<file path="config.mk">
export PLATFORM = sky130hd
export DESIGN_NAME = mdecFrontEnd
export DESIGN_NICKNAME = d
export VERILOG_FILES = /design/src/mdec_pkg.sv /design/src/coefBus.sv /design/src/mdecStreamDecoder.sv /design/src/mdecDequant.sv /design/src/mdecFrontEnd.sv
export SDC_FILE = /design/constraint.sdc
export NUM_CORES = 2
export LEC_CHECK = 0
export BUFFER_PORTS_ARGS = -buffer_cell sky130_fd_sc_hd__buf_4
export CORE_MARGIN = 4
export CORE_UTILIZATION = 25
export DETAILED_ROUTE_END_ITERATION = 16
export GPL_ROUTABILITY_DRIVEN = 0
export PLACE_DENSITY = 0.36
export SLEW_MARGIN = 20
export SYNTH_ARGS = -nofsm -noshare
export SYNTH_HDL_FRONTEND = slang
export SYNTH_SLANG_ARGS = --single-unit
</file>
<file path="constraint.sdc">
create_clock -name clk -period 12.8 [get_ports clk]
set_input_delay 2.56 -clock clk [delete_from_list [all_inputs] [get_ports clk]]
set_output_delay 2.56 -clock clk [all_outputs]
set_load 0.01 [all_outputs]
</file>
<file path="src/mdec_pkg.sv">
package mdec_pkg;

	// ------------------------------------------------------------------
	// Widths fixed by the MDEC stream format
	// ------------------------------------------------------------------
	localparam int COEF_W  = 20;
	localparam int LEVEL_W = 10;
	localparam int QUANT_W = 7;

	// End of block, also used as padding between blocks
	localparam logic [15:0] END_OF_BLOCK = 16'hFE00;

	// Block number reported for every block in Y-only mode
	localparam logic [2:0] BLK_Y_ONLY = 3'd7;

	// First word of a block
	typedef struct packed {
		logic [5:0]                quantScale;
		logic signed [LEVEL_W-1:0] dcLevel;
	} dcHdr_t;

	// Every later word of a block
	typedef struct packed {
		logic [5:0]                run;
		logic signed [LEVEL_W-1:0] acLevel;
	} acCode_t;

	// One stream word, meaning depends on its position in the block
	typedef union packed {
		dcHdr_t  dcHdr;
		acCode_t acCode;
	} rleWord_t;

	// Zigzag position to row-major index, standard JPEG order
	localparam logic [5:0] ZAG_TO_LIN [64] = '{
		 0,  1,  8, 16,  9,  2,  3, 10,
		17, 24, 32, 25, 18, 11,  4,  5,
		12, 19, 26, 33, 40, 48, 41, 34,
		27, 20, 13,  6,  7, 14, 21, 28,
		35, 42, 49, 56, 57, 50, 43, 36,
		29, 22, 15, 23, 30, 37, 44, 51,
		58, 59, 52, 45, 38, 31, 39, 46,
		53, 60, 61, 54, 47, 55, 62, 63
	};

	function automatic logic [5:0] zagToLinear(input logic [5:0] zagPos);
		return ZAG_TO_LIN[zagPos];
	endfunction

endpackage

</file>
<file path="src/coefBus.sv">
`timescale 1ns/1ps

interface coefBus;
	import mdec_pkg::*;

	// Strobes, one cycle each, never together
	logic                      wrt;
	logic                      complete;

	// Coefficient fields, valid with wrt
	logic                      isDC;
	logic [5:0]                zagIdx;
	// Storage order for the IDCT side
	logic [5:0]                linIdx;
	logic signed [LEVEL_W-1:0] level;
	logic [5:0]                scale;

	// Valid with wrt and with complete
	logic [2:0]                blkNum;

	// Stream decoder side
	modport src (
		output wrt, complete, isDC, zagIdx, linIdx, level, scale, blkNum
	);

	// Dequantizer side
	modport dst (
		input wrt, complete, isDC, zagIdx, linIdx, level, scale, blkNum
	);

endinterface

</file>
<file path="src/mdecStreamDecoder.sv">
`timescale 1ns/1ps

module mdecStreamDecoder (
	input                     clk,
	input                     i_rst,
	input                     i_dataWrite,
	input mdec_pkg::rleWord_t i_dataIn,
	input                     i_yOnly,
	coefBus.src               o_bus
);
	import mdec_pkg::*;

	// ------------------------------------------------------------------
	// Block state
	// ------------------------------------------------------------------
	// Low while waiting for a DC header
	logic       inAc;
	// Zigzag position of the last emitted coefficient
	logic [5:0] zagPos;
	// Color mode block counter, 0..5
	logic [2:0] blkCnt;
	// Number of the block being decoded
	logic [2:0] curBlk;
	// Scale from the DC header, held for the whole block
	logic [5:0] curScale;

	logic       isEob;
	// One extra bit to catch a run past position 63
	logic [6:0] nextPos;
	logic [2:0] newBlk;

	assign isEob   = (i_dataIn == END_OF_BLOCK);
	assign nextPos = 7'(zagPos) + 7'(i_dataIn.acCode.run) + 7'd1;

	// Mode sampled when the header arrives
	assign newBlk  = i_yOnly ? BLK_Y_ONLY : blkCnt;

	// Held per block, so they line up with every strobe of the block
	assign o_bus.scale  = curScale;
	assign o_bus.blkNum = curBlk;

	// ------------------------------------------------------------------
	// Control and strobes
	// ------------------------------------------------------------------
	always_ff @(posedge clk)
	begin
		if (i_rst)
		begin
			inAc           <= 1'b0;
			blkCnt         <= 3'd0;
			o_bus.wrt      <= 1'b0;
			o_bus.complete <= 1'b0;
		end
		else
		begin
			o_bus.wrt      <= 1'b0;
			o_bus.complete <= 1'b0;
			if (i_dataWrite)
			begin
				if (!inAc)
				begin
					// Padding before a header is skipped
					if (!isEob)
					begin
						inAc      <= 1'b1;
						o_bus.wrt <= 1'b1;
					end
				end
				else if (isEob)
				begin
					inAc           <= 1'b0;
					o_bus.complete <= 1'b1;
					// Cr, Cb, Y0..Y3 then wrap
					if (curBlk != BLK_Y_ONLY)
					begin
						blkCnt <= (blkCnt == 3'd5) ? 3'd0 : blkCnt + 3'd1;
					end
				end
				else if (!nextPos[6])
				begin
					o_bus.wrt <= 1'b1;
				end
				// A run past the end of the block is dropped
			end
		end
	end

	// ------------------------------------------------------------------
	// Coefficient fields
	// ------------------------------------------------------------------
	always_ff @(posedge clk)
	begin
		if (i_dataWrite && !isEob)
		begin
			if (!inAc)
			begin
				// DC header, always position 0
				zagPos       <= 6'd0;
				curScale     <= i_dataIn.dcHdr.quantScale;
				curBlk       <= newBlk;
				o_bus.isDC   <= 1'b1;
				o_bus.zagIdx <= 6'd0;
				o_bus.linIdx <= zagToLinear(6'd0);
				o_bus.level  <= i_dataIn.dcHdr.dcLevel;
			end
			else if (!nextPos[6])
			begin
				// Skip run zeros, land on the next coefficient
				zagPos       <= nextPos[5:0];
				o_bus.isDC   <= 1'b0;
				o_bus.zagIdx <= nextPos[5:0];
				o_bus.linIdx <= zagToLinear(nextPos[5:0]);
				o_bus.level  <= i_dataIn.acCode.acLevel;
			end
		end
	end

endmodule

</file>
<file path="src/mdecDequant.sv">
`timescale 1ns/1ps

module mdecDequant (
	input                                      clk,
	input                                      i_rst,
	coefBus.dst                                i_bus,
	input                                      i_quantWrt,
	input        [5:0]                         i_quantAdr,
	input        [mdec_pkg::QUANT_W-1:0]       i_quantValue,
	input                                      i_quantTblSelect,
	output logic                               o_coefWrt,
	output logic [5:0]                         o_coefIdx,
	output logic signed [mdec_pkg::COEF_W-1:0] o_coefValue,
	output logic [2:0]                         o_coefBlk,
	output logic                               o_blockDone
);
	import mdec_pkg::*;

	// Product widths, scale is 6 bits
	localparam int DC_W   = LEVEL_W + QUANT_W;
	localparam int AC_W   = LEVEL_W + QUANT_W + 6;
	localparam int QSCL_W = QUANT_W + 6;

	// ------------------------------------------------------------------
	// Quantization tables, zigzag order
	// ------------------------------------------------------------------
	logic [QUANT_W-1:0] lumaTbl   [64];
	logic [QUANT_W-1:0] chromaTbl [64];

	// Select 1 loads chroma, 0 loads luma
	always_ff @(posedge clk)
	begin
		if (i_quantWrt)
		begin
			if (i_quantTblSelect)
			begin
				chromaTbl[i_quantAdr] <= i_quantValue;
			end
			else
			begin
				lumaTbl[i_quantAdr] <= i_quantValue;
			end
		end
	end

	// ------------------------------------------------------------------
	// Scale and multiply
	// ------------------------------------------------------------------
	logic                     useChroma;
	logic [QUANT_W-1:0]       qEntry;
	logic [QSCL_W-1:0]        qScaled;
	logic signed [DC_W-1:0]   dcProd;
	logic signed [AC_W-1:0]   acProd;
	logic signed [AC_W-1:0]   acShift;
	logic signed [COEF_W-1:0] coefNext;

	// Cr and Cb are blocks 0 and 1
	assign useChroma = (i_bus.blkNum[2:1] == 2'b00);

	always_comb
	begin
		// Entry 0 for DC, since a DC always sits at position 0
		qEntry  = useChroma ? chromaTbl[i_bus.zagIdx] : lumaTbl[i_bus.zagIdx];
		qScaled = QSCL_W'(qEntry) * QSCL_W'(i_bus.scale);
		// Zero-extended so the table values stay positive
		dcProd  = i_bus.level * $signed({1'b0, qEntry});
		acProd  = i_bus.level * $signed({1'b0, qScaled});
		// Floor divide by 8
		acShift = acProd >>> 3;
		if (i_bus.isDC)
		begin
			coefNext = COEF_W'(dcProd);
		end
		else
		begin
			// Fits in 20 bits, no saturation needed
			coefNext = COEF_W'(acShift);
		end
	end

	// ------------------------------------------------------------------
	// Output stage
	// ------------------------------------------------------------------
	always_ff @(posedge clk)
	begin
		if (i_rst)
		begin
			o_coefWrt   <= 1'b0;
			o_blockDone <= 1'b0;
		end
		else
		begin
			o_coefWrt   <= i_bus.wrt;
			o_blockDone <= i_bus.complete;
		end
	end

	// Fields follow the strobes, meaningful only with them
	always_ff @(posedge clk)
	begin
		o_coefIdx   <= i_bus.linIdx;
		o_coefValue <= coefNext;
		o_coefBlk   <= i_bus.blkNum;
	end

endmodule

</file>
<file path="src/mdecFrontEnd.sv">
`timescale 1ns/1ps

module mdecFrontEnd (
	input                                clk,
	input                                i_rst,

	// Run-length stream, one word per strobe
	input                                i_dataWrite,
	input  [15:0]                        i_dataIn,
	input                                i_yOnly,

	// Quantization table load, address in zigzag order
	input                                i_quantWrt,
	input  [5:0]                         i_quantAdr,
	input  [mdec_pkg::QUANT_W-1:0]       i_quantValue,
	input                                i_quantTblSelect,

	// Dequantized coefficients toward the IDCT
	output                               o_coefWrt,
	output [5:0]                         o_coefIdx,
	output signed [mdec_pkg::COEF_W-1:0] o_coefValue,
	output [2:0]                         o_coefBlk,
	output                               o_blockDone
);

	// ------------------------------------------------------------------
	// Decoder to dequantizer link
	// ------------------------------------------------------------------
	coefBus decBus ();

	// Stage 1, stream word to positioned level
	mdecStreamDecoder streamDecoder (
		.clk         (clk),
		.i_rst       (i_rst),
		.i_dataWrite (i_dataWrite),
		.i_dataIn    (i_dataIn),
		.i_yOnly     (i_yOnly),
		.o_bus       (decBus.src)
	);

	// Stage 2, table lookup and scaling
	mdecDequant dequant (
		.clk              (clk),
		.i_rst            (i_rst),
		.i_bus            (decBus.dst),
		.i_quantWrt       (i_quantWrt),
		.i_quantAdr       (i_quantAdr),
		.i_quantValue     (i_quantValue),
		.i_quantTblSelect (i_quantTblSelect),
		.o_coefWrt        (o_coefWrt),
		.o_coefIdx        (o_coefIdx),
		.o_coefValue      (o_coefValue),
		.o_coefBlk        (o_coefBlk),
		.o_blockDone      (o_blockDone)
	);

endmodule

</file>
# Word level (Yosys, flattened, before mapping)
# Memory sizes are Yosys's and may differ from the RTL's. A register that Yosys moved wholly into a read port is not among the register bits.
# Index checks and enable logic that the tools add are counted.
[classes] add_sub_neg=3 n_mul=3 n_eq_ne=4 mux=22 bitwise_logic=3 n_reduce_logical=9
[op_table] operator="two-way mux 6 bit" n=5
[op_table] operator="multiplier 10 x 14 -> 23 bit" n=1
[op_table] operator="two-way mux 10 bit" n=2
[op_table] operator="two-way mux 20 bit" n=1
[op_table] operator="multiplier 10 x 8 -> 17 bit" n=1
[op_table] operator="== test 16 bit (second input constant)" n=1
[op_table] operator="multiplier 7 x 6 -> 13 bit" n=1
[op_table] operator="two-way mux 1 bit" n=12
[op_table] operator="adder 6 x 6 -> 7 bit" n=1
[op_table] operator="adder 7 x 1 -> 7 bit (second input constant)" n=1
[op_table] operator="two-way mux 7 bit" n=1
[op_table] operator="inverter 6 -> 7 bit" n=1
[op_table] operator="AND reduction 2 bit" n=2
[op_table] operator="AND reduction 4 bit" n=1
[op_table] operator="adder 3 x 1 -> 3 bit (second input constant)" n=1
[op_table] operator="== test 3 bit (second input constant)" n=1
[op_table] operator="two-way mux 3 bit" n=1
[op_table] operator="!= test 3 bit (second input constant)" n=1
[op_table] operator="OR reduction 3 bit" n=1
[op_table] operator="logical NOT 1 bit" n=2
[op_table] operator="logical NOT 2 bit" n=1
[op_table] operator="!= test 2 bit (second input constant)" n=1
[op_table] operator="inverter 1 bit" n=2
[op_table] operator="OR reduction 2 bit" n=1
[op_table] operator="logical AND 1 bit" n=1
[word_totals] reg_bits=63 mem_bits_rw=896 rom_bits=384 inputBits=35 wordCells=61 memories=3
[memory_table] memory="dequant.chromaTbl" words=64 width=7 read_ports=1 rd_ports_with_merged_regs=1 write_ports=1 line="mdecDequant.sv:28" source="logic [QUANT_W-1:0] chromaTbl [64];"
[memory_table] memory="dequant.lumaTbl" words=64 width=7 read_ports=1 rd_ports_with_merged_regs=1 write_ports=1 line="mdecDequant.sv:27" source="logic [QUANT_W-1:0] lumaTbl [64];"
[memory_table] memory="(name not given)" words=64 width=6 read_ports=1 rd_ports_with_merged_regs=1 write_ports=0 line="mdec_pkg.sv:47" source="return ZAG_TO_LIN[zagPos];"

# Depth between registers and ports, before layout
[depth] ltp_word=5 ltp_mapped=41 depth_no_buf=36

# Modules after synthesis
# A second synthesis with hierarchy kept.
[hier_totals] cells_unflattened=2740 area_unflattened_um2=45897.8
[modules_own_cells] module="mdecDequant" n_inst=1 cells_per_inst=2523 area_per_inst_um2=43621.8 seq_area_each_um2=27526.4
[modules_own_cells] module="mdecStreamDecoder" n_inst=1 cells_per_inst=217 area_per_inst_um2=2275.9 seq_area_each_um2=1081.0

# Worst setup path before layout
# OpenSTA, ideal clock, no wires.
[synth_timing] path_type="register -> register" start="register (tool-made name)" end="register dequant.o_coefValue[18] (netlist name)" setup_time_ps=121 t_arrival_ps=10027 t_required_ps=12679 path_slack_ps=2652 stages_incl_launch_ff=38 n_path_buf=4 synth_period_minus_slack_ps=10148 path_cell_list="dfxtp_1 buf_4 buf_2 buf_4 clkbuf_1 mux4_2 mux4_2 a22oi_1 nand4_2 and2_1 fa_1 inv_1 fa_1 fa_1 inv_1 ha_1 a21oi_1 o21bai_1 [... 2 more ...] xnor2_1 nand2b_1 fa_1 fa_1 inv_1 fa_1 fa_1 inv_1 fa_1 inv_1 ha_1 a21o_1 a21o_1 a21o_1 a31oi_1 o21ai_0 mux2_2 nand3_1"
[synth_lines] item="to (signal assigned)" line="mdecDequant.sv:102" source="o_coefValue <= coefNext;"
[synth_lines] item="to (decl)" line="mdecDequant.sv:13" source="output logic signed [mdec_pkg::COEF_W-1:0] o_coefValue,"

==> flow_metrics.env <==
export IMPL_status="completed"
export IMPL_cp_end_kind="flop"
export IMPL_numCtsBuffers=113
export IMPL_crit_arrival_ns=12.34
export IMPL_cp_max_fo=34
export IMPL_grt_pass1_vias=26731
export IMPL_netlist_top_cell_by_area="edfxtp_1"
export IMPL_synth_simple_area_share_pct=6.45
export IMPL_die_w_um=439
export IMPL_yosys_area_share_adder_pct=10.8
export IMPL_synthFlopType="edfxtp_1"
export IMPL_cts_resized=0
export IMPL_vias=24739
export IMPL_synth_cells=2781
export IMPL_yosysWarnings=0
export IMPL_die_area_mm2=0.192
export IMPL_cap_violations=0
export IMPL_cp_start_kind="flop"
export IMPL_routed_wl_mm=132
export IMPL_synthMuxAreaShare_pct=13.7
export IMPL_synth_cell_types=71
export IMPL_routedWlPerCell_um=24.2
export IMPL_ys_ff_latch=971
export IMPL_grt_overflow=0
export IMPL_firstDrtPassIters=5
export IMPL_finalNonFillerCells=5451
export IMPL_cts_tree="done"
export IMPL_hold_path_class="reg -> reg"
export IMPL_synth_common_cells="928 x edfxtp_1, 267 x mux4_2, 225 x inv_1"
export IMPL_finalHoldViolations=0
export IMPL_io_pins=66
export IMPL_relSlewSlack_pct=25.4
export IMPL_die_h_um=439
export IMPL_setup_violations_final=0
export IMPL_synthesis_nets=3117
export IMPL_synth_compound_area_share_pct=2.96
export IMPL_grt_setup_unrepaired="false"
export IMPL_drive_gt1_share_pct=19.5
export IMPL_critPathKind="reg -> reg"
export IMPL_clkSinkCount=971
export IMPL_synthXorXnorAreaFrac_pct=0.812
export IMPL_fmax_mhz=84.7
export IMPL_min_delay_start="streamDecoder.o_bus.linIdx[5]"
export IMPL_fin_crit_sh_pct=92.2
export IMPL_hold_depth=0
export IMPL_start_util_pct=25.2
export IMPL_synth_most_common_cell="edfxtp_1"
export IMPL_reg2reg_to="dequant.o_coefValue[18]"
export IMPL_clk_insertion_delay_late_ns=0.74
export IMPL_path_clk_slew_ns=0.05
export IMPL_grt_pass1_wl_mm=193
export IMPL_postCtsSetupBuffers=0
export IMPL_cts_htree_levels=3
export IMPL_yosys_top_cells_area="edfxtp_1 60%, mux4_2 13%, fa_1 7.0%"
export IMPL_synth_enable_flop_cells=928
export IMPL_cts_hold_buf=0
export IMPL_antenna_found_initial=5
export IMPL_r2r_cells=37
export IMPL_syn_area_mm2=0.0464
export IMPL_post_place_cells=5246
export IMPL_synth_area_per_cell_um2=16.7
export IMPL_hpwl_mm=90.8
export IMPL_fin_skew_ns=0.0795
export IMPL_slew_viol_final=0
export IMPL_worst_slew_pin_slew_ns=1.11
export IMPL_synthArstFlopShare_pct=0
export IMPL_std_cell_rows=157
export IMPL_tns_ns=0
export IMPL_vias_per_cell=4.54
export IMPL_synth_top_family_by_area="multiplexers"
export IMPL_slowest_stage="a2111oi_0"
export IMPL_place_area_mm2=0.0499
export IMPL_path_buf_inv=8
export IMPL_period_needed_ns=11.80
export IMPL_io_buffers=65
export IMPL_clock_path_buffers=3
export IMPL_required_ns=13.34
export IMPL_area_growth_syn_to_layout_pct=15.2
export IMPL_cpMostUsedCell="fa_1"
export IMPL_synth_top_cell_area_share_pct=60.1
export IMPL_root_buffer="clkbuf_16"
export IMPL_antenna_cells=0
export IMPL_regToRegSetupSlack_ns=1.00
export IMPL_fp_coreArea_mm2=0.184
export IMPL_drtAntennaViolNets=0
export IMPL_worst_path_largest_cell_delay_ns=0.71
export IMPL_ys_seq_area_share_pct=62.0
export IMPL_drt_iter0_drc=1693
export IMPL_final_cell_area_mm2=0.0534
export IMPL_cp_top_family="adder cells"
export IMPL_num_nets_final=3234
export IMPL_drt_drc_violations_left=0
export IMPL_grt_max_degree=105
export IMPL_holdPathEnd="dequant.o_coefIdx[5]"
export IMPL_gr_usage_all_layers_pct=13.7
-- state kept, by name (all words and copies together) (netlist names), 3 cells and up, named ones only --
signal and count:
dequant.chromaTbl 448, dequant.lumaTbl 448, dequant.o_coefBlk 3, dequant.o_coefIdx 6
dequant.o_coefValue 20, streamDecoder.blkCnt 3, streamDecoder.o_bus.blkNum 3, streamDecoder.o_bus.level 10
streamDecoder.o_bus.linIdx 6, streamDecoder.o_bus.scale 6, streamDecoder.o_bus.zagIdx 6
-- routing by layer --
layer	share of wire (%)	track usage [%]	wire (µm)
met5	0	0	0
met4	2.4	3.38	3120
met3	3.5	2.10	4670
met2	51	23.8	66900
met1	43	17.9	57100
-- kinds of logic (layout without fill, tap and decap cells) --
group / after synthesis / after routing
xor gates and xnor gates: 43 / 43
DFF: 971 / 971
adders and majority gates: 301 / 301
AOI/OAI and AO/OA: 200 / 200
and+or+nand+nor: 606 / 606
muxes: 302 / 302
buffers and inverters: 358 / 564
-- how the worst max path moves through the flow --
| stage | from | end | slack, ns | cells past startpoint |
|---|---|---|---|---|
| global route | flop | dequant.o_coefValue[18] | 0.26 | 37 |
| floorplan | flop | dequant.o_coefValue[18] | 2.65 | 37 |
| CTS | flop | dequant.o_coefValue[18] | 0.81 | 37 |
| global placement | flop | dequant.o_coefValue[18] | 0.98 | 38 |
| finish | flop | dequant.o_coefValue[18] | 1.00 | 37 |
| detailed placement | flop | dequant.o_coefValue[18] | 0.88 | 37 |
-- cell usage in the layout, fill, tap and decap left out, types with 13 or more instances in the layout --
cell       instances
inv_1            225
nand3_1           21
a21oi_1           45
nand4_1           13
mux2i_1           31
a21o_1            21
xnor2_1           30
fa_1             163
clkbuf_1          29
nor3_1            14
ha_1             138
and2_1           109
mux4_2           267
clkbuf_16        113
nor2_1           187
buf_4            120
o21ai_0           23
xor2_1            13
nand2_1          147
nor2b_1           34
a22oi_1           30
nand2b_1          15
dfxtp_1           37
clkinv_2          18
clkinv_1          29
and3_1            15
edfxtp_1         928
-- metrics by stage --
step | setup slack, ns | hold WS [ns] | utilization [%]
after floorplan | 2.65 | 0.323 | -
after global placement | 0.985 | 0.334 | 27.2
after detailed placement | 0.876 | 0.333 | 27.2
after CTS | 0.811 | 0.346 | 29.1
after global routing | 0.256 | 0.361 | 29.1
final | 1.00 | 0.342 | 29.1
-- area by class of cell --
| cell class | count | area [µm²] |
|---|---|---|
| clock buffer | 142 | 2940 |
| clock inverter | 62 | 532 |
| fill | 18193 | 130000 |
| inverter | 230 | 863 |
| multi-input combinational | 1452 | 16100 |
| sequential | 971 | 28700 |
| tap | 2464 | 3080 |
| timing repair buffer | 130 | 1110 |
Power is left out: the tool's default activity adds up to more than one toggle a clock period on the data nets, which glitch-free logic cannot reach.
